File: src/logic/adc_capture_pkg.sv
`default_nettype none

package adc_capture_pkg;

    localparam int SAMPLE_W         = 12;
    localparam int WORD_W           = 36;
    localparam int SAMPLES_PER_WORD = 3;

    // configuration input widths
    localparam int PRESAMPLE_W   = 10;
    localparam int MAX_SAMPLES_W = 16;
    localparam int DOWNSAMPLE_W  = 13;

    typedef enum logic [2:0] {
        st_idle,
        st_presamp_filling,   // collecting the presample window
        st_presamp_full,      // window full, drain one per write
        st_triggered,
        st_done
    } capture_state_e;

    // bit positions in the error status register
    typedef enum int {
        err_word_underflow   = 0,
        err_word_overflow    = 1,
        err_sample_underflow = 2,
        err_sample_overflow  = 3,
        err_presamp          = 4,
        err_clip             = 5,
        err_downsample       = 6
    } error_bit_e;

endpackage

`default_nettype wire

File: src/logic/byte_reader.sv
`default_nettype none

module byte_reader (
    input  wire                                 adc_sampleclk,
    input  wire                                 reset,
    input  wire                                 fifo_read_fifoen_i,
    input  wire                                 low_res_i,
    input  wire                                 low_res_lsb_i,
    input  wire [adc_capture_pkg::WORD_W-1:0]   word_i,
    input  wire                                 word_empty_i,
    output logic                                word_pop_o,
    output logic [7:0]                          fifo_read_data_o
);

    logic [3:0]                           byte_idx;
    logic [3:0]                           nibble;    // low bits of the first hi-res word
    logic [adc_capture_pkg::SAMPLE_W-1:0] lr_sample;
    logic                                 last_byte;
    logic                                 wrap;
    logic                                 advance;

    assign last_byte = low_res_i ? (byte_idx == 4'd2) : (byte_idx == 4'd3 || byte_idx == 4'd8);
    assign wrap      = low_res_i ? (byte_idx == 4'd2) : (byte_idx == 4'd8);
    assign advance   = fifo_read_fifoen_i && !word_empty_i;
    // an empty read still pops so the FIFO flags the underflow
    assign word_pop_o = fifo_read_fifoen_i && (last_byte || word_empty_i);

    always_ff @(posedge adc_sampleclk) begin
        if (reset)
            byte_idx <= '0;
        else if (advance)
            byte_idx <= wrap ? 4'd0 : byte_idx + 1'b1;
    end

    always_ff @(posedge adc_sampleclk) begin
        if (advance && !low_res_i && (byte_idx == 4'd3))
            nibble <= word_i[3:0];
    end

    always_comb begin
        case (byte_idx[1:0])
            2'd0:    lr_sample = word_i[35:24];
            2'd1:    lr_sample = word_i[23:12];
            default: lr_sample = word_i[11:0];
        endcase

        if (low_res_i) begin
            fifo_read_data_o = low_res_lsb_i ? lr_sample[7:0] : lr_sample[11:4];
        end else begin
            case (byte_idx)   // 72-bit stream over two words, msb first
                4'd0:    fifo_read_data_o = word_i[35:28];
                4'd1:    fifo_read_data_o = word_i[27:20];
                4'd2:    fifo_read_data_o = word_i[19:12];
                4'd3:    fifo_read_data_o = word_i[11:4];
                4'd4:    fifo_read_data_o = {nibble, word_i[35:32]};
                4'd5:    fifo_read_data_o = word_i[31:24];
                4'd6:    fifo_read_data_o = word_i[23:16];
                4'd7:    fifo_read_data_o = word_i[15:8];
                default: fifo_read_data_o = word_i[7:0];
            endcase
        end
    end

    a_idx_in_range: assert property (@(posedge adc_sampleclk) disable iff (reset)
        byte_idx <= (low_res_i ? 4'd2 : 4'd8));

endmodule

`default_nettype wire

File: config.mk
export PLATFORM = sky130hd
export DESIGN_NAME = byte_reader
export DESIGN_NICKNAME = d
export VERILOG_FILES = /design/src/logic/adc_capture_pkg.sv /design/src/logic/byte_reader.sv
export SDC_FILE = /design/constraint.sdc
export NUM_CORES = 1
export LEC_CHECK = 0
export BUFFER_PORTS_ARGS = -buffer_cell sky130_fd_sc_hd__buf_2
export CAP_MARGIN = 20
export CORE_UTILIZATION = 47
export CTS_CLUSTER_DIAMETER = 200
export DETAILED_ROUTE_END_ITERATION = 10
export HOLD_SLACK_MARGIN = 0.08
export PLACE_DENSITY = 0.8
export REMOVE_ABC_BUFFERS = 1
export SLEW_MARGIN = 40
export SYNTH_ARGS = -nofsm -noshare
export SYNTH_HDL_FRONTEND = slang
export SYNTH_SLANG_ARGS = --single-unit
File: constraint.sdc
create_clock -name adc_sampleclk -period 2.5 [get_ports adc_sampleclk]
set_clock_uncertainty 0.1 [all_clocks]
set_input_delay 0.25 -clock adc_sampleclk [delete_from_list [all_inputs] [get_ports adc_sampleclk]]
set_output_delay 0.25 -clock adc_sampleclk [all_outputs]
set_load 0.05 [all_outputs]
==> results.py <==
metrics = {
    "clock_network": {
        "numCtsBuffers": 3,
        "cts_max_level": 1,
        "clkTransAtPathRegs_ps": 60,
        "clockBufferDepth": 2,
        "clock_sinks": 8,
        "cts_hold_buf": 0,
        "clock_latency_ps": 260,
        "cts_tree": "done",
        "cts_root_buffer": "clkbuf_4",
    },
    "synth": {
        "synth-seq-cells": 8,
        "postSynthCellCount": 140,
        "yosysSeqAreaShare": 0.178,
        "synth_area_mm2": 0.00112,
        "synthArstFlopShare": 0,
        "syn-mean-instance-area_um2": 8.02,
        "synth_warnings": 0,
        "synth-edff-count": 4,
        "synth_cell_types": 34,
        "ys.flop_type": "edfxtp_1",
    },
    "timing": {
        "rsz0062_at_grt": "yes",
        "slew_headroom": 0.753,
        "min_period_ps": 2440,
        "clock.fmax_ghz": 0.410,
        "worstMarginPinSlew_ps": 370,
        "hold_viol": 0,
        "finalSetupViolations": 0,
        "slew_viol_final": 0,
        "post-route-period-util": 0.976,
        "fin_tns_setup_ps": 0,
        "hold_slack_ps": 78.3,
    },
    "worst_setup_path": {
        "critPathMaxFanout": 8,
        "rr_worst_depth": 7,
        "crit_path_end_kind": "output port",
        "cp-start-kind": "flip-flop",
        "critical_path_arrival_ps": 2090,
        "critPathKind": "flip-flop to output port",
        "required_ps": 2150,
    },
    "floorplanning": {
        "die_x_um": 50.9,
        "fp.coreArea_mm2": 0.00223,
        "die_y_um": 50.9,
        "die_area_mm2": 0.00259,
        "start_util": 0.503,
        "fp-row-count": 17,
        "ios": 51,
    },
    "drt": {
        "num_vias": 1473,
        "viasPerCell": 6.76,
        "wirelength_mm": 3.76,
        "ant_nets": 0,
        "drt_pre_antenna_iters": 4,
        "drc": 0,
        "wl_per_cell_um": 17.2,
        "initialDrtViolationCount": 95,
    },
    "placed_design": {
        "placedCellCount": 215,
        "dp_hpwl_mm": 2.79,
        "gp_congestion": 0.983,
        "port_buffers": 50,
    },
    "hold_path": {
        "hold_class": "input port to flip-flop",
        "min_path_cells": 2,
    },
    "final_layout": {
        "fillers": 187,
        "final_cell_mix": "buf_2 (42), a22oi_1 (23), nand2_1 (20), a221oi_1 (10), clkbuf_4 (10)",
        "syn2layout_area_growth_pct": 36.0,
        "antenna_cells": 0,
        "drive_above_1_share": 0.384,
        "final_cells": 218,
        "nets": 239,
        "final_common_cell": "buf_2",
    },
    "power": {
        "power_density_mw_per_mm2": 387,
        "irDropWorstVdd_v": 0.000284,
        "p_leak_nw": 0.599,
    },
    "global_route": {
        "overflow": 0,
        "grt_max_degree": 22,
        "antenna_found_initial": 0,
        "grt_pass1_vias": 1452,
        "track_usage": 0.302,
        "grt_pass1_wl_mm": 5.96,
    },
    "outcome": {
        "status": "completed",
    },
    "flow_run": {
        "drv_cap": 0,
    },
}
[cell usage after synthesis, drive strengths merged, types with 3 or more instances]
cell type  instances  share of area
a21oi              8          0.036
a221oi            10          0.078
a22o               4          0.031
a22oi             24           0.16
a31oi              5          0.028
and2               3          0.017
and4b              4          0.036
buf               10          0.047
dfxtp              4          0.071
edfxtp             4           0.11
ha                 5          0.056
nand2             20          0.067
nand3              5          0.022
o221a              8          0.080
[kinds of logic (layout without fill, tap and decap cells)]
logic type               after synthesis  after routing  synth area share
AO/OA/AOI/OAI                         67             67             0.472
AND/OR/NAND/NOR                       46             46             0.227
buffers and inverters                 13             63            0.0569
flip-flops                             8              8             0.178
adder cells (fa/ha/maj)                5              5            0.0557
multiplexers                           1              1            0.0100
[metal layers]
layer  global-route usage  part of all wire
met1                0.330              0.39
met2                0.567              0.50
met3               0.0417             0.092
met4                0.144             0.011
met5                    0                 0
[final timing paths]
kind,slack [ps],endpoint,start
worst max-delay path,60,fifo_read_data_o[3],byte_idx[0]
worst min-delay path,80,byte_idx[0],reset
worst max register to register,700,byte_idx[2],byte_idx[1]
worst min register to register,400,byte_idx[0],byte_idx[0]
[flip-flops by register name, summed over array words and instances, names as in the netlist]
register  cells
nibble        4
byte_idx      4
[cell type report]
cell class | count | area (um^2) | area share
multi-input combinational | 119 | 928 | 0.608
timing repair buffer | 58 | 330 | 0.216
sequential | 8 | 203 | 0.133
tap | 28 | 35.0 | 0.0230
clock buffer | 3 | 22.5 | 0.0148
inverter | 2 | 7.51 | 0.00492
[worst max-delay path: stages, from the launching register on]
cell and delay, ps:
dfxtp_2 350, ha_1 220, mux2_1 340, nor4_4 230, or3_4 250, o221a_1 210
clkbuf_4 230
[where the power goes]
group	switching (mW)	internal [mW]
clock network	0.0502	0.0554
logic	0.208	0.135
registers	0.00293	0.140
[stage by stage]
stage                      util  worst slack, ps  total power, mW  area (um^2)
after floorplan               -             -287            0.349         1070
after global placement    0.632              180            0.447         1410
after detailed placement  0.632             71.9            0.452         1410
after CTS                 0.649             5.52            0.562         1450
after global routing      0.683            -11.2            0.619         1530
final                     0.683             60.8            0.590         1530
[repair_timing]
| action | CTS | global route |
|---|---|---|
| setup endpoints to repair | 8 | 8 |
| gates resized for setup | 6 | 20 |
| hold endpoints to repair | 0 | 0 |
| setup buffers | 0 | 0 |
Power figures use the tool's default switching activity.
