**config.mk**
```make
export PLATFORM = sky130hd
export DESIGN_NAME = sample_packer
export DESIGN_NICKNAME = d
export VERILOG_FILES = /design/src/logic/adc_capture_pkg.sv /design/src/logic/sample_packer.sv
export SDC_FILE = /design/constraint.sdc
export NUM_CORES = 1
export LEC_CHECK = 0
export CAP_MARGIN = 10
export CELL_PAD_IN_SITES_DETAIL_PLACEMENT = 0
export CELL_PAD_IN_SITES_GLOBAL_PLACEMENT = 2
export CORE_MARGIN = 4
export CORE_UTILIZATION = 40
export DETAILED_ROUTE_END_ITERATION = 7
export DONT_BUFFER_PORTS = 1
export HOLD_SLACK_MARGIN = 0.06
export PLACE_DENSITY_LB_ADDON = 0.1
export SYNTH_ARGS = -nofsm -noshare
export SYNTH_HDL_FRONTEND = slang
export SYNTH_SLANG_ARGS = --single-unit
```
**constraint.sdc**
```tcl
create_clock -name adc_sampleclk -period 8.3 [get_ports adc_sampleclk]
set_input_delay 0.83 -clock adc_sampleclk [delete_from_list [all_inputs] [get_ports adc_sampleclk]]
set_output_delay 0.83 -clock adc_sampleclk [all_outputs]
set_load 0.02 [all_outputs]
```
**src/logic/adc_capture_pkg.sv**
```systemverilog
`default_nettype none

package adc_capture_pkg;

    localparam int SAMPLE_W         = 12;
    localparam int WORD_W           = 36;
    localparam int SAMPLES_PER_WORD = 3;

    // configuration input widths
    localparam int PRESAMPLE_W   = 10;
    localparam int MAX_SAMPLES_W = 16;
    localparam int DOWNSAMPLE_W  = 13;

    typedef enum logic [2:0] {
        st_idle,
        st_presamp_filling,   // collecting the presample window
        st_presamp_full,      // window full, drain one per write
        st_triggered,
        st_done
    } capture_state_e;

    // bit positions in the error status register
    typedef enum int {
        err_word_underflow   = 0,
        err_word_overflow    = 1,
        err_sample_underflow = 2,
        err_sample_overflow  = 3,
        err_presamp          = 4,
        err_clip             = 5,
        err_downsample       = 6
    } error_bit_e;

endpackage

`default_nettype wire

```
**src/logic/sample_packer.sv**
```systemverilog
`default_nettype none

module sample_packer (
    input  wire                                 adc_sampleclk,
    input  wire                                 reset,
    input  wire                                 pack_en_i,
    input  wire [adc_capture_pkg::SAMPLE_W-1:0] sample_i,
    input  wire                                 sample_empty_i,
    input  wire                                 word_full_i,
    output logic                                sample_pop_o,
    output logic                                word_wr_o,
    output logic [adc_capture_pkg::WORD_W-1:0]  word_o
);

    localparam int SHIFT_W =
        adc_capture_pkg::SAMPLE_W * (adc_capture_pkg::SAMPLES_PER_WORD - 1);
    localparam logic [1:0] LAST_PHASE = 2'(adc_capture_pkg::SAMPLES_PER_WORD - 1);

    logic [1:0]         phase;
    logic [SHIFT_W-1:0] shift;

    // full word FIFO stalls the packer
    assign sample_pop_o = pack_en_i && !sample_empty_i && !word_full_i;
    assign word_wr_o    = sample_pop_o && (phase == LAST_PHASE);
    assign word_o       = {shift, sample_i};   // oldest sample on top

    always_ff @(posedge adc_sampleclk) begin
        if (reset)
            phase <= '0;
        else if (sample_pop_o)
            phase <= (phase == LAST_PHASE) ? 2'd0 : phase + 1'b1;
    end

    always_ff @(posedge adc_sampleclk) begin
        if (sample_pop_o && (phase != LAST_PHASE))
            shift <= {shift[adc_capture_pkg::SAMPLE_W-1:0], sample_i};
    end

    // each capture packs from a word boundary
    a_start_on_word: assert property (@(posedge adc_sampleclk) disable iff (reset)
        $rose(pack_en_i) |-> (phase == '0));

endmodule

`default_nettype wire

```
==> results_tabular.tex, run 1 <==
\begin{tabular}{lr}
\hline
Metric & Value \\
\hline
\multicolumn{2}{l}{\textbf{Pwr}} \\
Highest ir drop seen on vdd & roughly 0.13 mV \\
Pleak & around 0.29 nW \\
Power density over the cells & 224.7 nW/um2 \\
Total power consumption of the routed design & 0.2089 mW \\
\multicolumn{2}{l}{\textbf{Timing}} \\
Worst Tran Pin Value & approximately 0.54 ns \\
Fin Setup TNS & 0 ns \\
Final critical-path share of the clock period & 0.2875 \\
Setup Viol. Count Final & 0 \\
Worst clock skew on the final layout & between 0.001 and 0.0015 ns \\
Slack of the critical path & 5.914 ns \\
Final number of hold-violating endpoints & 0 \\
Post-layout min period & about 2.4 ns \\
Unrepaired setup endpoints after global routing & no \\
Pins over their slew limit & 0 \\
Worst max-slew margin expressed relative to the limit & 0.6380 \\
Fmax & roughly 420 MHz \\
\multicolumn{2}{l}{\textbf{GRT}} \\
Initial antenna violation count & 0 \\
Wire length of the first global-routing pass & $\sim$1900 um \\
Maximum number of pins on one net before global-route repair & 25 \\
Overall overflow remaining after global route & 0 \\
Vias in the first global route & around 360 \\
Overall global routing resource usage & 0.07975 \\
\multicolumn{2}{l}{\textbf{Critical path}} \\
Buf+Inv Stages, Crit Path & 0 \\
Element type at the critical path end & primary output \\
Critical path start-end classification & in -> out \\
Endpoint required time on the critical path & 7.47 ns \\
Highest-delay cell along the critical path & sky130\_fd\_sc\_hd\_\_nor3b\_4 \\
Kind of cell adding the most delay to the critical path & simple AND/OR/NAND/NOR gates \\
CP max stage delay & roughly 0.40 ns \\
Setup crit start kind & primary input \\
Critical path peak fanout & 5 \\
Arrival time of data at the critical path endpoint & roughly 1.6 ns \\
Critical path cell sequence & nor3b\_4 > and3\_2 \\
\multicolumn{2}{l}{\textbf{Clocking}} \\
Clock tree root driver cell & sky130\_fd\_sc\_hd\_\_clkbuf\_4 \\
H-tree levels & 1 \\
Post-cts hold buffer count & 0 \\
Number of buffers created by CTS & 3 \\
Count of clock tree sinks & 26 \\
Post-CTS repair timing setup buffer count & 0 \\
Clock tree from TritonCTS & yes \\
Worst-case clock buffer depth & 2 \\
Clock input transition at the sequential cells of the worst setup and hold paths & approximately 0.12 ns \\
Insertion delay of the later-clocked pin in the worst-skew pair & 0.30 ns \\
Post-CTS sizing & 0 \\
\multicolumn{2}{l}{\textbf{Drt}} \\
Detailed-route DRC error count & 0 \\
Wire length reported by the detailed router & around 1300 um \\
Via Count & 336 \\
Per-cell via count in the routed design & $\sim$5 \\
Total iterations of the first detailed-routing run & 3 \\
Drt initial violations & 10 \\
Post-route antenna net violation count & 0 \\
Average detailed-routed wire length per instance & about 19 um \\
\multicolumn{2}{l}{\textbf{Run}} \\
Max Cap Violations & 0 \\
\multicolumn{2}{l}{\textbf{Synthesis}} \\
Leading cell types by total area after synthesis & sky130\_fd\_sc\_hd\_\_edfxtp\_1 (77\%), sky130\_fd\_sc\_hd\_\_buf\_4 (9.6\%), sky130\_fd\_sc\_hd\_\_dfxtp\_1 (4.3\%) \\
Average footprint of a synthesized cell & 19.58 um2 \\
Leading area contributor after synthesis & sky130\_fd\_sc\_hd\_\_edfxtp\_1 \\
Total number of yosys warnings & 0 \\
Total nets after synthesis & 65 \\
Number of library cell types mapped by synthesis & 13 \\
Flop and latch count out of synthesis & 26 \\
Area share of the largest cell type after synthesis & 0.7670 \\
Netlist area before placement & 939.7 um2 \\
Sequential share of the synthesized area & 0.8096 \\
Number of instances in the synthesized netlist & 48 \\
\multicolumn{2}{l}{\textbf{Die}} \\
Core Area & 2233 um2 \\
Number of ports placed on the die boundary & 55 \\
Num rows & 17 \\
Die Footprint & between 3000 and 4000 um2 \\
Chip width & approximately 56 um \\
Initial core utilization & 0.4207 \\
Die Ht & 56.47 um \\
\multicolumn{2}{l}{\textbf{Finish}} \\
Layout cell share with drive strength beyond 1 & 0.1951 \\
Most common cell after layout, fill and taps aside & sky130\_fd\_sc\_hd\_\_edfxtp\_1 \\
Synthesis-to-layout area growth & -1.065\% \\
Number of nets in the finished design & between 50 and 60 \\
Antenna diodes & 0 \\
Layout filler cell count & between 200 and 250 \\
Top library cells by usage in the layout, fill and taps aside & sky130\_fd\_sc\_hd\_\_edfxtp\_1 (24), sky130\_fd\_sc\_hd\_\_clkbuf\_4 (3), sky130\_fd\_sc\_hd\_\_dfxtp\_1 (2) \\
\multicolumn{2}{l}{\textbf{Worst hold path}} \\
Path category of the worst min-delay check & reg -> reg \\
\multicolumn{2}{l}{\textbf{Placed design}} \\
Input/output buffers & 0 \\
HPWL after detailed placement & approximately 970 um \\
Weighted congestion reported at the end of routability-driven placement & between 0.6 and 0.7 \\
Pre-CTS setup slack & 5.604 ns \\
\multicolumn{2}{l}{\textbf{Run status}} \\
Run status & complete, no violations \\
\hline
\end{tabular}
-- state kept, by name, summed over array words and instances (netlist names) --
| register | count |
|---|---|
| shift | 24 |
| phase | 2 |
-- logic make-up after synthesis --
family	after synthesis	share of synthesized area
multiplexers	2	0.02663
AO/OA/AOI/OAI	1	0.007992
buffers and inverters	13	0.09987
AND/OR/NAND/NOR	6	0.05594
flip-flops	26	0.8096
-- per-stage QoR --
| step | instances | hold WS (ns) | utilization | instance area [um2] |
|---|---|---|---|---|
| 2_1_floorplan | 48 | 0.4757 | - | 939.7 |
| 3_3_place_gp | 64 | 0.4994 | 0.3978 | 888.4 |
| 3_5_place_dp | 64 | 0.5389 | 0.3978 | 888.4 |
| 4_1_cts | 68 | 0.5612 | 0.4095 | 914.6 |
| 5_1_grt | 69 | 0.5827 | 0.4162 | 929.6 |
| 6_report | 69 | 0.5496 | 0.4162 | 929.6 |
-- cell type report --
cell class,count,area [um2],area share
multi-input cells,9,88.84,0.09556
flip-flops and latches,26,760.7,0.8183
inverters,1,3.754,0.004038
clock inverters,1,3.754,0.004038
clock buffers,3,22.52,0.02423
repair buffers,1,15.01,0.01615
well taps,28,35.03,0.03769
-- tightest hold or removal path, delay by kind of cell, from the launching register on --
kind,cells,cell delay [ns]
DFF,1,0.37
muxes,1,0.06
and+or+nand+nor,1,0.08
-- worst paths after layout --
kind,to,slack (ns),cells after the start,from
hold / removal,phase[1],0.55,2,phase[1]
hold reg to reg,phase[1],0.55,2,phase[1]
setup reg to reg,shift[5],6.87,3,phase[0]
setup / recovery,word_wr_o,5.91,2,word_full_i
-- synthesized netlist by cell type --
library cell / instances
sky130_fd_sc_hd__mux2i_1: 1
sky130_fd_sc_hd__nand2b_1: 1
sky130_fd_sc_hd__mux2_4: 1
sky130_fd_sc_hd__buf_4: 12
sky130_fd_sc_hd__nor3_1: 1
sky130_fd_sc_hd__and3_2: 1
sky130_fd_sc_hd__edfxtp_1: 24
sky130_fd_sc_hd__a21boi_0: 1
sky130_fd_sc_hd__or3b_1: 1
sky130_fd_sc_hd__nor3b_4: 1
sky130_fd_sc_hd__inv_1: 1
sky130_fd_sc_hd__dfxtp_1: 2
sky130_fd_sc_hd__nor2b_1: 1
-- power breakdown --
| group | switching (mW) | total, mW | internal [mW] |
|---|---|---|---|
| clock | 0.0324 | 0.0499 | 0.0175 |
| combinational | 0.00272 | 0.00477 | 0.00205 |
| sequential | 0.00649 | 0.154 | 0.148 |
-- per-layer routing --
metal	part of all wire	track usage	up-vias
met1	0.34	0.07829	159
met4	0	0.02034	0
met3	0.15	0.05747	0
met2	0.52	0.1337	28
li1	-	-	149
met5	0	0	-
Note: power is estimated with default switching activity, not from simulation.
==> run 2, diff against run 1 <==
--- a/config.mk
+++ b/config.mk
@@ -9,7 +9,7 @@
 export CELL_PAD_IN_SITES_DETAIL_PLACEMENT = 0
 export CELL_PAD_IN_SITES_GLOBAL_PLACEMENT = 2
 export CORE_MARGIN = 4
-export CORE_UTILIZATION = 40
+export CORE_UTILIZATION = 37
 export DETAILED_ROUTE_END_ITERATION = 7
 export DONT_BUFFER_PORTS = 1
 export HOLD_SLACK_MARGIN = 0.06
==> constraint.sdc (replaced) <==
create_clock -name adc_sampleclk -period 2.4 [get_ports adc_sampleclk]
set_input_delay 0.24 -clock adc_sampleclk [delete_from_list [all_inputs] [get_ports adc_sampleclk]]
set_output_delay 0.24 -clock adc_sampleclk [all_outputs]
set_load 0.02 [all_outputs]
==> results_tabular.tex, run 2 (synthesized netlist as in run 1, its figures left out) <==
\begin{tabular}{lr}
\hline
Metric & Value \\
\hline
\multicolumn{2}{l}{\textbf{GRT}} \\
Initial antenna violation count & 0 \\
Maximum number of pins on one net before global-route repair & 17 \\
Vias in the first global route & between 300 and 400 \\
Met2 GRT Util & 0.1435 \\
Overall global routing resource usage & 0.08302 \\
Overall overflow remaining after global route & 0 \\
Most Crowded Layer GR & met2 \\
Wire length of the first global-routing pass & about 2000 um \\
Met1 track utilization from global routing & 0.07910 \\
Met3 GRT Util & 0.04605 \\
\multicolumn{2}{l}{\textbf{Worst hold path}} \\
Path category of the worst min-delay check & in -> reg \\
Worst hold start & reset \\
\multicolumn{2}{l}{\textbf{Placed design}} \\
Input/output buffers & 0 \\
Weighted congestion reported at the end of routability-driven placement & slightly above 0.7 \\
HPWL after detailed placement & between 1000 and 1500 um \\
\multicolumn{2}{l}{\textbf{Critical path}} \\
Launching instance or port of the critical path & word\_full\_i \\
Critical path peak fanout & 16 \\
Arrival time of data at the critical path endpoint & between 1 and 1.5 ns \\
Reg-to-Reg Start & phase[0] \\
Setup slack, reg-to-reg & $\sim$0.94 ns \\
Setup crit start kind & primary input \\
Endpoint required time on the critical path & 2.41 ns \\
Element type at the critical path end & register \\
Critical path start-end classification & in -> reg \\
\multicolumn{2}{l}{\textbf{Finish}} \\
Antenna diodes & 0 \\
FF+latch area & 760.7 um2 \\
Area taken by multi-input logic gates & 88.84 um2 \\
Layout filler cell count & a little over 200 \\
Top library cells by usage in the layout, fill and taps aside & sky130\_fd\_sc\_hd\_\_edfxtp\_1 (24), sky130\_fd\_sc\_hd\_\_dlygate4sd3\_1 (12), sky130\_fd\_sc\_hd\_\_clkbuf\_4 (3) \\
Number of flip-flops under the largest register name & 24 \\
Layout cell share with drive strength beyond 1 & 0.1667 \\
Number of nets in the finished design & slightly above 70 \\
Top flop regs & shift (24), phase (2) \\
Synthesis-to-layout area growth & 11.72\% \\
Most common cell after layout, fill and taps aside & sky130\_fd\_sc\_hd\_\_edfxtp\_1 \\
Most flop-heavy register & shift \\
\multicolumn{2}{l}{\textbf{Drt}} \\
Average detailed-routed wire length per instance & around 17 um \\
Detailed-route DRC error count & 0 \\
Via Count & $\sim$400 \\
Per-cell via count in the routed design & approximately 4.8 \\
Wire length reported by the detailed router & roughly 1400 um \\
Total iterations of the first detailed-routing run & 4 \\
Drt initial violations & 13 \\
Post-route antenna net violation count & 0 \\
\multicolumn{2}{l}{\textbf{Pwr}} \\
Power density over the cells & about 700 nW/um2 \\
Pleak & about 0.35 nW \\
Highest ir drop seen on vdd & between 0.4 and 0.5 mV \\
\multicolumn{2}{l}{\textbf{Die}} \\
Chip width & 58.40 um \\
Core Area & 2318 um2 \\
Die Footprint & roughly 3400 um2 \\
Num rows & 17 \\
Number of ports placed on the die boundary & 55 \\
Die Ht & slightly below 60 um \\
Initial core utilization & 0.4053 \\
\multicolumn{2}{l}{\textbf{Clocking}} \\
Clock tree root driver cell & sky130\_fd\_sc\_hd\_\_clkbuf\_4 \\
Insertion delay of the later-clocked pin in the worst-skew pair & about 0.3 ns \\
H-tree levels & 1 \\
Clock tree from TritonCTS & yes \\
Number of buffers created by CTS & 3 \\
Post-CTS sizing & 0 \\
Count of clock tree sinks & 26 \\
Clock input transition at the sequential cells of the worst setup and hold paths & between 0.1 and 0.15 ns \\
Worst-case clock buffer depth & 2 \\
\multicolumn{2}{l}{\textbf{Timing}} \\
Worst Tran Pin Value & $\sim$0.45 ns \\
Final number of hold-violating endpoints & 0 \\
Worst max-slew margin expressed relative to the limit & 0.6953 \\
Fin Setup TNS & 0 ns \\
Pins over their slew limit & 0 \\
Unrepaired setup endpoints after global routing & no \\
Fmax & between 600 and 700 MHz \\
Worst clock skew on the final layout & between 0.003 and 0.004 ns \\
Final critical-path share of the clock period & 0.6144 \\
Setup Viol. Count Final & 0 \\
Post-layout min period & between 1 and 1.5 ns \\
Worst-case hold slack & between 0.1 and 0.15 ns \\
\multicolumn{2}{l}{\textbf{Run status}} \\
Run status & complete, no violations \\
\multicolumn{2}{l}{\textbf{Run}} \\
Max Cap Violations & 0 \\
\hline
\end{tabular}
## run 2: changes by cell type in the layout (fill, tap and decap cells not counted), sizes merged
cell | before | now
buf | 1 | 2
dlygate4sd3 | 0 | 12
## run 2: area by class of cell
cell class	instances	area share
sequential	26	0.7247
timing repair buffer	14	0.1287
multi-input combinational	9	0.08462
tap	28	0.03337
clock buffer	3	0.02145
clock inverter	1	0.003576
inverter	1	0.003576
## run 2: what timing repair did
action,CTS,global route
endpoints found under the hold margin,12,0
setup buffers,0,0
hold buffers,12,0
## run 2: final timing paths
kind,end,depth (start not counted)
max,shift[13],4
min,phase[1],2
max reg2reg,shift[13],3
min reg2reg,phase[1],2
## run 2: power by group
group | internal [mW] | leakage, nW | switching (mW) | total, mW
Combinational | 0.0198 | 0.0935 | 0.0113 | 0.0311
Sequential | 0.511 | 0.237 | 0.0226 | 0.533
Clock | 0.0606 | 0.0154 | 0.112 | 0.173
## run 2: per-layer routing
metal,share of wire,up-vias
met5,0,-
met4,0,0
met3,0.15,0
met2,0.54,26
met1,0.31,190
li1,-,174
## run 2: worst max-delay path: stages
cell and delay, ns:
sky130_fd_sc_hd__nor3b_4 0.31, sky130_fd_sc_hd__buf_4 0.20, sky130_fd_sc_hd__a21boi_2 0.41, sky130_fd_sc_hd__buf_4 0.32
## run 2: stage by stage
stage	power [mW]	util	instances	cell area [um2]	worst slack (ns)
floorplan	0.5826	-	48	939.7	0.08343
global placement	0.5595	0.3896	66	903.4	0.6074
detailed placement	0.5611	0.3896	66	903.4	0.5656
CTS	0.7530	0.4528	82	1050	0.9032
global route	0.7830	0.4528	82	1050	0.8075
finish	0.7374	0.4528	82	1050	0.9255
