### config.mk
export PLATFORM = sky130hd
export DESIGN_NAME = capture_control
export DESIGN_NICKNAME = d
export VERILOG_FILES = /design/src/logic/adc_capture_pkg.sv /design/src/logic/capture_control.sv
export SDC_FILE = /design/constraint.sdc
export NUM_CORES = 1
export LEC_CHECK = 0
export BUFFER_PORTS_ARGS = -buffer_cell sky130_fd_sc_hd__clkbuf_2
export CAP_MARGIN = 20
export CORE_MARGIN = 2
export CORE_UTILIZATION = 45
export CTS_CLUSTER_DIAMETER = 30
export DETAILED_ROUTE_END_ITERATION = 6
export PLACE_DENSITY_LB_ADDON = 0.12
export SYNTH_ARGS = -nofsm -noshare
export SYNTH_HDL_FRONTEND = slang
export SYNTH_SLANG_ARGS = --single-unit
### constraint.sdc
create_clock -name adc_sampleclk -period 20.6 [get_ports adc_sampleclk]
set_input_delay 2.06 -clock adc_sampleclk [delete_from_list [all_inputs] [get_ports adc_sampleclk]]
set_output_delay 2.06 -clock adc_sampleclk [all_outputs]
set_load 0.05 [all_outputs]
### src/logic/adc_capture_pkg.sv
`default_nettype none

package adc_capture_pkg;

    localparam int SAMPLE_W         = 12;
    localparam int WORD_W           = 36;
    localparam int SAMPLES_PER_WORD = 3;

    // configuration input widths
    localparam int PRESAMPLE_W   = 10;
    localparam int MAX_SAMPLES_W = 16;
    localparam int DOWNSAMPLE_W  = 13;

    typedef enum logic [2:0] {
        st_idle,
        st_presamp_filling,   // collecting the presample window
        st_presamp_full,      // window full, drain one per write
        st_triggered,
        st_done
    } capture_state_e;

    // bit positions in the error status register
    typedef enum int {
        err_word_underflow   = 0,
        err_word_overflow    = 1,
        err_sample_underflow = 2,
        err_sample_overflow  = 3,
        err_presamp          = 4,
        err_clip             = 5,
        err_downsample       = 6
    } error_bit_e;

endpackage

`default_nettype wire

### src/logic/capture_control.sv
`default_nettype none

module capture_control (
    input  wire                                      adc_sampleclk,
    input  wire                                      reset,
    input  wire                                      arm_i,
    input  wire                                      adc_capture_go_i,
    input  wire [adc_capture_pkg::SAMPLE_W-1:0]      adc_datain_i,
    input  wire [adc_capture_pkg::PRESAMPLE_W-1:0]   presample_i,
    input  wire [adc_capture_pkg::MAX_SAMPLES_W-1:0] max_samples_i,
    input  wire [adc_capture_pkg::DOWNSAMPLE_W-1:0]  downsample_i,
    input  wire                                      no_clip_errors_i,
    input  wire                                      sample_empty_i,
    output logic                                     sample_wr_o,
    output logic                                     drain_pop_o,
    output logic                                     pack_en_o,
    output logic                                     adc_capture_stop_o,
    output logic                                     presamp_err_o,
    output logic                                     clip_err_o,
    output logic                                     downsample_err_o
);

    localparam int CNT_W = adc_capture_pkg::MAX_SAMPLES_W + 1;

    adc_capture_pkg::capture_state_e          state;
    logic                                     arm_r;
    logic                                     armed;
    logic [adc_capture_pkg::DOWNSAMPLE_W-1:0] ds_cnt;
    logic [adc_capture_pkg::PRESAMPLE_W-1:0]  pre_cnt;
    logic [CNT_W-1:0]                         stored_cnt;
    logic [CNT_W-1:0]                         stored_next;
    logic [CNT_W-1:0]                         target;
    logic [1:0]                               target_pad;
    logic                                     arm_go;
    logic                                     keep;
    logic                                     trig;
    logic                                     presampling;
    logic                                     wr_state;

    assign arm_go      = arm_i && !arm_r && (state == adc_capture_pkg::st_idle);
    assign keep        = (ds_cnt == '0);   // downsampler keep pulse
    assign presampling = (state == adc_capture_pkg::st_presamp_filling) ||
                         (state == adc_capture_pkg::st_presamp_full);
    assign trig        = adc_capture_go_i &&
                         (presampling || (state == adc_capture_pkg::st_idle && armed));
    assign wr_state    = presampling || trig || (state == adc_capture_pkg::st_triggered);
    assign sample_wr_o = keep && wr_state;
    assign drain_pop_o = sample_wr_o && !trig && (state == adc_capture_pkg::st_presamp_full);
    assign pack_en_o   = (state == adc_capture_pkg::st_triggered) ||
                         (state == adc_capture_pkg::st_done);

    // pad to the next multiple of three
    assign target_pad  = 2'((3 - max_samples_i % 3) % 3);

    // presamples count as stored once the trigger is seen
    assign stored_next = ((state == adc_capture_pkg::st_triggered) ? stored_cnt : CNT_W'(pre_cnt))
                         + CNT_W'(sample_wr_o);

    assign presamp_err_o    = adc_capture_go_i && (state == adc_capture_pkg::st_presamp_filling);
    assign clip_err_o       = sample_wr_o && !no_clip_errors_i &&
                              ((adc_datain_i == '0) || (adc_datain_i == '1));
    assign downsample_err_o = arm_go && (downsample_i != '0) && (presample_i != '0);

    always_ff @(posedge adc_sampleclk) begin
        if (reset) begin
            state              <= adc_capture_pkg::st_idle;
            arm_r              <= 1'b0;
            armed              <= 1'b0;
            ds_cnt             <= '0;
            pre_cnt            <= '0;
            stored_cnt         <= '0;
            target             <= '0;
            adc_capture_stop_o <= 1'b0;
        end else begin
            arm_r <= arm_i;
            if (arm_go || (ds_cnt == downsample_i))
                ds_cnt <= '0;
            else
                ds_cnt <= ds_cnt + 1'b1;

            case (state)
                adc_capture_pkg::st_idle: begin
                    if (arm_go) begin
                        adc_capture_stop_o <= 1'b0;
                        pre_cnt            <= '0;
                        stored_cnt         <= '0;
                        target             <= CNT_W'(max_samples_i) + CNT_W'(target_pad);
                        armed              <= (presample_i == '0);
                        if (presample_i != '0)
                            state <= adc_capture_pkg::st_presamp_filling;
                    end else if (trig) begin
                        state <= adc_capture_pkg::st_triggered;
                    end
                end
                adc_capture_pkg::st_presamp_filling: begin
                    if (trig) begin
                        state <= adc_capture_pkg::st_triggered;  // early trigger, keep going
                    end else if (sample_wr_o) begin
                        pre_cnt <= pre_cnt + 1'b1;
                        if (pre_cnt + 1'b1 == presample_i)
                            state <= adc_capture_pkg::st_presamp_full;
                    end
                end
                adc_capture_pkg::st_presamp_full: begin
                    if (trig)
                        state <= adc_capture_pkg::st_triggered;
                end
                adc_capture_pkg::st_done: begin
                    if (sample_empty_i)
                        state <= adc_capture_pkg::st_idle;  // packer has drained everything
                end
                default: ;
            endcase

            if (trig)
                armed <= 1'b0;
            if (trig || (state == adc_capture_pkg::st_triggered && sample_wr_o)) begin
                stored_cnt <= stored_next;
                if (sample_wr_o && (stored_next >= target)) begin
                    state              <= adc_capture_pkg::st_done;
                    adc_capture_stop_o <= 1'b1;
                end
            end
        end
    end

    // a drain never runs the presample window dry
    a_drain_not_empty: assert property (@(posedge adc_sampleclk) disable iff (reset)
        drain_pop_o |-> !sample_empty_i);

endmodule

`default_nettype wire

==> qor.yml, run 1 <==
nNetsFinal: 1667
yosysWarnings: 0
worst-path-buf-inv: 4
slowest_delay_ns: 0.80
gr-usage-all-layers: 0.241
rsz0062_at_grt: "false"
synthAdderAreaFrac: 0.0397
syn_area_um2: 10800
syn_to_final_growth_pct: 7.55
num_vias: 11849
end_kind: "flip-flop"
place.gp.congestion: 0.918
dieWidth_um: 159
arrival_ns: 19.03
drv_cap: 0
ys_seq_area_frac: 0.117
dieArea_um2: 25200
slowest_stage: "o211ai_1"
clk_pin_slew_ns: 0.05
syn-instance-count: 1575
synthDistinctLibCells: 115
post-cts-setup-buffer-count: 0
finalSetupViolations: 0
yosys.area_share.simple: 0.358
postPlaceCellArea_um2: 11200
die_h_um: 159
fin_tns_setup_ns: 0
via_per_inst: 6.23
final_area_um2: 11600
highest_layer: "met4"
hpwl_um: 24100
post-route-period-util: 0.912
synth_edf_count: 0
fillers: 2376
ant_nets: 0
rows: 56
initial_core_util: 0.459
io_pins: 64
wl_met3_um: 1550
grt_max_degree: 51
drtIter0Drc: 1000
clock.fmax_ghz: 0.0532
ctsHoldBuffers: 0
routedWlPerCell_um: 16.6
ys.flop_type: "dfxtp_1"
grt_overflow: 0
synth_xor_area_frac: 0.113
path_class: "primary input to flip-flop"
drive_above_1_share: 0.108
first_pass_iters: 6
diodes: 0
drt_wl_total_um: 31600
syn_avg_cell_area_um2: 6.84
crit_family: "compound AO/OA/AOI/OAI gates"
grt_pass1_wl_um: 52700
hold_path.class: "flip-flop to flip-flop"
ys_ff_latch: 63
syn_nets: 1664
drc: 0
relSlewSlack: 0.264
synth_top_family_by_area: "simple AND/OR/NAND/NOR gates"
io_buffer_count: 63
cp-start-kind: "primary input"
muxShareOfSynthArea: 0.0318
wl_met2_um: 14200
layout_common_cells: "nor2_1, nand2_1, a21oi_1"
max-vdd-ir-drop_mv: 0.0945
total_power_uw: 1620
slew_violations: 0
synthArstFlopShare: 0
cts_root_buf: "clkbuf_16"
cp_max_fo: 18
tightest_slew_ns: 1.08
hold_viol: 0
status: "finished clean"
cts_tree: "built"
clock_skew_ns: 0.00680
core_um2: 23500
clock_latency_ns: 0.33
cts_max_level: 3
cts-resized-gates: 0
critPathMostFrequentCell: "ha_1"
power_density_nw_per_um2: 140
mostFrequentLayoutCell: "nor2_1"
clockBufferDepth: 2
min_period_ns: 18.79
grt_pass1_vias: 10685
clock-sinks: 63
p_leak_uw: 0.00419
synth-compound-area-share: 0.290
wl_met1_um: 15400
cts_buffers: 9
antenna_found_initial: 0
worstPathRequired_ns: 20.84
## worst register-to-register path: cells and delay by family, from the launching register on
kind            cells  cell delay [ns]
buf+inv             1             0.11
compound gates     11             2.26
flops               1             0.40
simple gates       15             1.85
xor+xnor            1             0.14
fa+ha+maj           4             0.85
## metrics by stage
step,hold slack [ns],instances,setup WS [ns],utilization
after floorplan,0.432,1575,4.20,-
after global placement,0.444,1884,1.82,0.478
after detailed placement,0.447,1884,1.38,0.478
after CTS,0.454,1900,1.62,0.493
after global routing,0.475,1902,0.101,0.494
final,0.452,1902,1.81,0.494
## final cells by class
class | instances | area [µm²] | share of cell area
clock buffers | 10 | 239 | 0.0206
clock inverters | 6 | 108 | 0.00929
inverters | 50 | 188 | 0.0162
multi-input cells | 1378 | 8980 | 0.775
flip-flops and latches | 63 | 1260 | 0.109
well taps | 319 | 399 | 0.0344
repair buffers | 76 | 410 | 0.0354
## final timing paths
check / cells past startpoint / to / slack, ns / startpoint
min: 2 / target[1] / 0.45 / target[1]
max reg2reg: 32 / state[1] / 14.93 / ds_cnt[0]
min reg2reg: 2 / target[1] / 0.45 / target[1]
max: 64 / target[15] / 1.81 / max_samples_i[15]
## layer usage
layer	up-vias	track usage
li1	5930	-
met1	5517	0.341
met2	368	0.393
met3	34	0.0222
met4	0	0.0596
met5	-	0
## power breakdown
| group | total [µW] | switching [µW] | internal, µW |
|---|---|---|---|
| clock network | 175 | 53.7 | 121 |
| registers | 136 | 6.29 | 130 |
| logic | 1310 | 789 | 521 |
| total | 1620 | 849 | 772 |
## registers in the layout, indices dropped and copies added (netlist names)
name / cells
state: 3
stored_cnt: 17
adc_capture_stop_o: 1
arm_r: 1
pre_cnt: 10
target: 17
ds_cnt: 13
armed: 1
## cells in the mapped netlist (22+ instances only)
| cell type | instances | area, µm² |
|---|---|---|
| and3_1 | 44 | 275 |
| nor2_1 | 178 | 668 |
| o21ai_0 | 75 | 375 |
| nand3_1 | 90 | 450 |
| ha_1 | 31 | 388 |
| dfxtp_1 | 63 | 1260 |
| mux2i_1 | 23 | 230 |
| inv_1 | 49 | 184 |
| nor4_1 | 36 | 225 |
| o211ai_1 | 27 | 203 |
| a21oi_1 | 95 | 475 |
| nand2_1 | 146 | 548 |
| a211oi_1 | 34 | 255 |
| a31oi_1 | 28 | 175 |
| xnor2_1 | 80 | 701 |
| nand4_1 | 22 | 138 |
| clkbuf_1 | 64 | 240 |
| nor3_1 | 53 | 265 |
| or3_1 | 24 | 150 |
| xor2_1 | 48 | 420 |
## cells by family (layout without fill, tap and decap cells)
family,Yosys count,in the layout
AND/OR/NAND/NOR,736,736
multiplexers,32,32
buffers and inverters,134,142
adder cells (fa/ha/maj),34,34
XOR/XNOR,134,134
AO/OA/AOI/OAI,442,442
flip-flops,63,63
(Power assumes the default switching activity.)
==> run 2, diff against run 1 <==
--- a/config.mk
+++ b/config.mk
@@ -8,9 +8,10 @@
 export BUFFER_PORTS_ARGS = -buffer_cell sky130_fd_sc_hd__clkbuf_2
 export CAP_MARGIN = 20
 export CORE_MARGIN = 2
-export CORE_UTILIZATION = 45
+export CORE_UTILIZATION = 40
 export CTS_CLUSTER_DIAMETER = 30
 export DETAILED_ROUTE_END_ITERATION = 6
+export GPL_TIMING_DRIVEN = 0
 export PLACE_DENSITY_LB_ADDON = 0.12
 export SYNTH_ARGS = -nofsm -noshare
 export SYNTH_HDL_FRONTEND = slang
==> constraint.sdc (replaced) <==
create_clock -name adc_sampleclk -period 24.1 [get_ports adc_sampleclk]
set_input_delay 2.41 -clock adc_sampleclk [delete_from_list [all_inputs] [get_ports adc_sampleclk]]
set_output_delay 2.41 -clock adc_sampleclk [all_outputs]
set_load 0.05 [all_outputs]
==> run 2 against run 1 <==
Utilization is 5.2 points lower. Combinational power shrank 13%. Register-to-register slack improved by 3.0 ns. Via count is 2.7% higher. Global-route usage down 0.60 points. Design area increased by 1.8%. Sequential share of layout area shrank 0.20 points. Critical path depth rose by 6. Routed wire length rose by 6.5%. Critical path type unchanged.
==> qor.yml, run 2 (synthesized netlist as in run 1, its figures left out) <==
nNetsFinal: 1735  # was 1667
clock-sinks: 63  # unchanged
cts-resized-gates: 0  # unchanged
place.gp.congestion: 0.920  # was 0.918
post-route-period-util: 0.808
initial_core_util: 0.403  # was 0.459
drtIter0Drc: 1152  # was 1000
fin_tns_setup_ns: 0  # unchanged
cts_buffers: 9  # unchanged
cts_max_level: 3  # unchanged
diodes: 0  # unchanged
core_um2: 26700  # was 23500 µm²
first_pass_iters: 5  # was 6
grt_pass1_vias: 11194  # was 10685
rsz0062_at_grt: "false"  # unchanged
status: "finished clean"  # unchanged
drt_wl_total_um: 33600  # was 31600 µm
p_leak_uw: 0.00424  # was 0.00419 µW
slowest_delay_ns: 0.53  # was 0.80 ns
drive_above_1_share: 0.103  # was 0.108
worstHoldStart: "target[1]"  # unchanged
routedWlPerCell_um: 16.9  # was 16.6 µm
min_period_ns: 19.48
drv_cap: 0  # unchanged
r2r.worst_path.cells: 33  # was 32
fillers: 2869  # was 2376
ant_nets: 0  # unchanged
dieArea_um2: 28300  # was 25200 µm²
gr-usage-all-layers: 0.235  # was 0.241
grt_overflow: 0  # unchanged
numPlacedInstances: 1976  # was 1884
clock.fmax_ghz: 0.0513
clk_pin_slew_ns: 0.05  # about the same
hold_viol: 0  # unchanged
reg_top3: "stored_cnt (17), target (17), ds_cnt (13)"  # unchanged
slew_violations: 0  # unchanged
grt_pass1_wl_um: 56400  # was 52700 µm
die_h_um: 168  # was 159 µm
rows: 60  # was 56
num_vias: 12168  # was 11849
hpwl_um: 26400  # was 24100 µm
r2r_setup_slack_ns: 17.97  # was 14.93 ns
max-vdd-ir-drop_mv: 0.0861  # was 0.0945 mV
holdPathEnd: "target[1]"  # unchanged
mostFrequentLayoutCell: "nor2_1"  # unchanged
layout_common_cells: "nor2_1, nand2_1, a21oi_1"  # unchanged
finalSetupViolations: 0  # unchanged
slowest_stage: "nor4_1"  # was o211ai_1
antenna_found_initial: 0  # unchanged
drc: 0  # unchanged
tightest_slew_ns: 1.14  # was 1.08 ns
critPathMostFrequentCell: "ha_1"  # unchanged
cts_tree: "built"  # unchanged
hold_path.class: "flip-flop to flip-flop"  # unchanged
worst-path-buf-inv: 10  # was 4
io_buffer_count: 59  # was 63
final_util: 0.442  # was 0.494
relSlewSlack: 0.220  # was 0.264
fin_cells: 1992  # was 1902
end_kind: "flip-flop"  # unchanged
io_pins: 64  # unchanged
cts_root_buf: "clkbuf_16"  # unchanged
crit_family: "compound AO/OA/AOI/OAI gates"  # unchanged
syn_to_final_growth_pct: 9.52  # was 7.55%
clock_skew_ns: 0.00942  # was 0.00680 ns
worstPathRequired_ns: 24.34  # was 20.84 ns
power_density_nw_per_um2: 118  # was 140 nW/µm²
clock_latency_ns: 0.34  # was 0.33 ns
r2r_start: "ds_cnt[0]"  # unchanged
cp_max_fo: 10  # was 18
grt_max_degree: 12  # was 51
cp-start-kind: "primary input"  # unchanged
min_path_cells: 2  # unchanged
arrival_ns: 19.72  # was 19.03 ns
via_per_inst: 6.11  # was 6.23
path_class: "primary input to flip-flop"  # unchanged
clockBufferDepth: 2  # unchanged
reg2reg_to: "state[0]"  # was state[1]
post-cts-setup-buffer-count: 0  # unchanged
dieWidth_um: 168  # was 159 µm
ctsHoldBuffers: 0  # unchanged
run 2: cell types whose count changed in the layout (fill, tap and decap cells not counted), sizes merged:
cell / before / now
bufinv: 3 / 1
clkinvlp: 1 / 2
clkinv: 3 / 4
buf: 12 / 21
clkbuf: 74 / 133
run 2: worst max path at each step:
| stage | startpoint | end | depth (start not counted) |
|---|---|---|---|
| 2_1_floorplan | max_samples_i[14] | target[15] | 70 |
| 3_3_place_gp | max_samples_i[14] | target[15] | 69 |
| 3_5_place_dp | max_samples_i[14] | target[15] | 70 |
| 4_1_cts | max_samples_i[14] | target[15] | 71 |
| 5_1_grt | max_samples_i[14] | target[13] | 71 |
| 6_report | max_samples_i[14] | target[15] | 70 |
run 2: routing by layer:
layer  GRT usage  wire (µm)
met1       0.331      16400
met2       0.391      15200
met3      0.0205       1600
met4      0.0499        453
met5           0          0
run 2: tightest hold or removal path, delay by kind of cell (launching register included):
| kind | cells | cell delay [ns] |
|---|---|---|
| flip-flops | 1 | 0.31 |
| AND/OR/NAND/NOR | 1 | 0.05 |
| AO/OA/AOI/OAI | 1 | 0.05 |
run 2: cell type report:
class	count	area, µm²	area share
well taps	341	427	0.0362
plain buffers	84	349	0.0296
inverters	50	188	0.0159
clock buffers	10	239	0.0203
flip-flops and latches	63	1260	0.107
multi-input cells	1378	8980	0.761
clock inverters	6	60.1	0.00509
repair buffers	60	300	0.0254
run 2: where the power goes:
group	internal [µW]	switching (µW)	total [µW]
clock	82.2	48.4	131
combinational	455	686	1140
sequential	111	4.15	115
run 2: per-stage QoR:
stage / total power (µW) / setup slack, ns / hold WS, ns / instance area [µm²]
global route: 1540 / 2.68 / 0.480 / 11800
global placement: 1240 / 4.56 / 0.441 / 11500
finish: 1390 / 4.62 / 0.459 / 11800
floorplan: 1030 / 7.35 / 0.432 / 10800
detailed placement: 1250 / 4.47 / 0.456 / 11500
CTS: 1390 / 4.76 / 0.463 / 11800
==> run 3, diff against run 2 <==
==> constraint.sdc (replaced) <==
create_clock -name adc_sampleclk -period 16.1 [get_ports adc_sampleclk]
set_input_delay 1.61 -clock adc_sampleclk [delete_from_list [all_inputs] [get_ports adc_sampleclk]]
set_output_delay 1.61 -clock adc_sampleclk [all_outputs]
set_load 0.05 [all_outputs]
==> run 3 against run 2 <==
Clock power grew 50%. Sequential share of layout area decreased by 1.3 points. Sequential power grew 50%. Design area increased by 14%. Die area did not move. Clock skew about the same. Via count increased by 3.6%. Global-route usage up 0.50 points. Utilization is 6.1 points higher. Combinational power increased by 110%. Power is 97% higher.
==> qor.yml, run 3 (synthesized netlist as in run 1, its figures left out) <==
dieWidth_um: 168  # unchanged
cts_tree: "built"  # unchanged
via_per_inst: 6.08  # was 6.11
io_pins: 64  # unchanged
tightest_slew_ns: 1.11  # was 1.14 ns
arrival_ns: 15.92  # was 19.72 ns
power.switching_uw: 1360  # was 739 µW
place.gp.congestion: 0.920  # unchanged
syn_to_final_growth_pct: 24.7  # was 9.52%
p_int_uw: 1370  # was 648 µW
fin_ws_ns: 0.419  # was 4.62 ns
worstHoldStart: "target[1]"  # unchanged
die_h_um: 168  # unchanged
hold_viol: 0  # unchanged
clock_latency_ns: 0.34  # about the same
grt_pass1_wl_um: 57600  # was 56400 µm
post-place-ws_ns: -2.73  # was 4.47 ns
min_path_cells: 2  # unchanged
core_um2: 26700  # unchanged
gr-usage-all-layers: 0.240  # was 0.235
cts_max_level: 3  # unchanged
drt_wl_total_um: 35400  # was 33600 µm
grt_pass1_vias: 11458  # was 11194
clock_skew_ns: 0.00963  # was 0.00942 ns
nNetsFinal: 1815  # was 1735
drc: 0  # unchanged
slowest_delay_ns: 0.58  # was 0.53 ns
grt_max_degree: 12  # unchanged
combPwrFrac: 0.865  # was 0.823
power_density_nw_per_um2: 203  # was 118 nW/µm²
holdPathEnd: "target[1]"  # unchanged
r2r_start: "ds_cnt[0]"  # unchanged
clk_pin_slew_ns: 0.05  # about the same
status: "finished clean"  # unchanged
cts_buffers: 9  # unchanged
relSlewSlack: 0.238  # was 0.220
worstPathRequired_ns: 16.34  # was 24.34 ns
finalSetupViolations: 0  # unchanged
drtIter0Drc: 1072  # was 1152
p_leak_uw: 0.00486  # was 0.00424 µW
fin_cells: 2073  # was 1992
initial_core_util: 0.403  # unchanged
worst-path-buf-inv: 12  # was 10
reg2reg_to: "state[0]"  # unchanged
antenna_found_initial: 1  # was 0
clock.fmax_ghz: 0.0638
end_kind: "flip-flop"  # unchanged
clockBufferDepth: 2  # unchanged
slew_violations: 0  # unchanged
cts_root_buf: "clkbuf_16"  # unchanged
r2r.worst_path.cells: 33  # unchanged
clock_power_share: 0.072  # was 0.094
first_pass_iters: 5  # unchanged
layout_common_cells: "nor2_1, nand2_1, buf_4, a21oi_1, nand3_1"  # was nor2_1, nand2_1, a21oi_1
p_sw_frac: 0.498  # was 0.533
grt_overflow: 0  # unchanged
drive_above_1_share: 0.214  # was 0.103
post-route-period-util: 0.974
crit_family: "simple AND/OR/NAND/NOR gates"  # was compound AO/OA/AOI/OAI gates
dieArea_um2: 28300  # unchanged
path_class: "primary input to flip-flop"  # unchanged
power_frac_seq: 0.063  # was 0.083
max-vdd-ir-drop_mv: 0.156  # was 0.0861 mV
ant_nets: 0  # unchanged
min_period_ns: 15.68
drv_cap: 0  # unchanged
slowest_stage: "or4_4"  # was nor4_1
clock-sinks: 63  # unchanged
cp-start-kind: "primary input"  # unchanged
numPlacedInstances: 1976  # unchanged
hold_path.class: "flip-flop to flip-flop"  # unchanged
hpwl_um: 26400  # unchanged
reg_top3: "stored_cnt (17), target (17), ds_cnt (13)"  # unchanged
critPathMostFrequentCell: "buf_6"  # was ha_1
r2r_setup_slack_ns: 9.92  # was 17.97 ns
fin_tns_setup_ns: 0  # unchanged
rows: 60  # unchanged
num_vias: 12611  # was 12168
mostFrequentLayoutCell: "nor2_1"  # unchanged
io_buffer_count: 59  # unchanged
routedWlPerCell_um: 17.1  # was 16.9 µm
cp_max_fo: 10  # unchanged
fillers: 2708  # was 2869
## run 3: changes by cell type in the layout (fill, tap and decap cells not counted), moves of 8 or more
cell / before / now
ha_1: 31 / 23
buf_6: 1 / 9
buf_4: 3 / 88
buf_2: 13 / 5
## run 3: worst max path at each step
stage | depth (start not counted) | start | slack [ns] | endpoint
final | 72 | max_samples_i[14] | 0.42 | target[15]
after global routing | 71 | max_samples_i[14] | -0.15 | target[11]
after CTS | 72 | max_samples_i[14] | 0.04 | target[15]
after detailed placement | 70 | max_samples_i[14] | -2.73 | target[15]
after global placement | 69 | max_samples_i[14] | -2.64 | target[15]
after floorplan | 70 | max_samples_i[14] | 0.15 | target[15]
## run 3: area by class of cell
type                       instances  area [µm²]  area share
multi-input combinational       1378        9910       0.738
sequential                        63        1260      0.0939
timing repair buffer             146         963      0.0717
tap                              341         427      0.0318
buffer                            78         373      0.0278
clock buffer                      10         239      0.0178
inverter                          50         190      0.0142
clock inverter                     6        60.1     0.00447
antenna                            1        2.50    0.000186
## run 3: power groups by stage
| stage | clock (µW) | combinational [µW] | sequential, µW |
|---|---|---|---|
| finish | 196 | 2360 | 173 |
| detailed placement | 0 | 1690 | 176 |
| CTS | 201 | 1890 | 173 |
| global placement | 0 | 1680 | 176 |
| global route | 207 | 2580 | 174 |
| floorplan | 0 | 1370 | 174 |
## run 3: stage by stage
| stage | area (µm²) | utilization | hold WS (ns) | power [µW] |
|---|---|---|---|---|
| finish | 13400 | 0.503 | 0.459 | 2730 |
| detailed placement | 11500 | 0.430 | 0.456 | 1860 |
| global route | 13400 | 0.503 | 0.480 | 2960 |
| global placement | 11500 | 0.430 | 0.441 | 1850 |
| floorplan | 10800 | - | 0.432 | 1550 |
| CTS | 12400 | 0.465 | 0.463 | 2270 |
## run 3: metal layers
| layer | GRT usage | wire length [µm] |
|---|---|---|
| met1 | 0.336 | 16800 |
| met2 | 0.404 | 16400 |
| met3 | 0.0179 | 1700 |
| met4 | 0.0532 | 433 |
| met5 | 0 | 0 |
## run 3: what timing repair did
item	4_1_cts	5_1_grt
buffers inserted	36	51
pin swaps	25	77
cloned	0	0
endpoints found under the setup margin	17	16
gates resized for setup	77	133
hold buffers	0	0
## run 3: worst register-to-register path, delay by kind of cell, from the launching register on
kind / cells / cell delay (ns)
AO/OA/AOI/OAI: 11 / 2.58
buffers and inverters: 2 / 0.32
flip-flops: 1 / 0.31
XOR/XNOR: 1 / 0.14
adder cells (fa/ha/maj): 4 / 0.92
AND/OR/NAND/NOR: 15 / 1.87
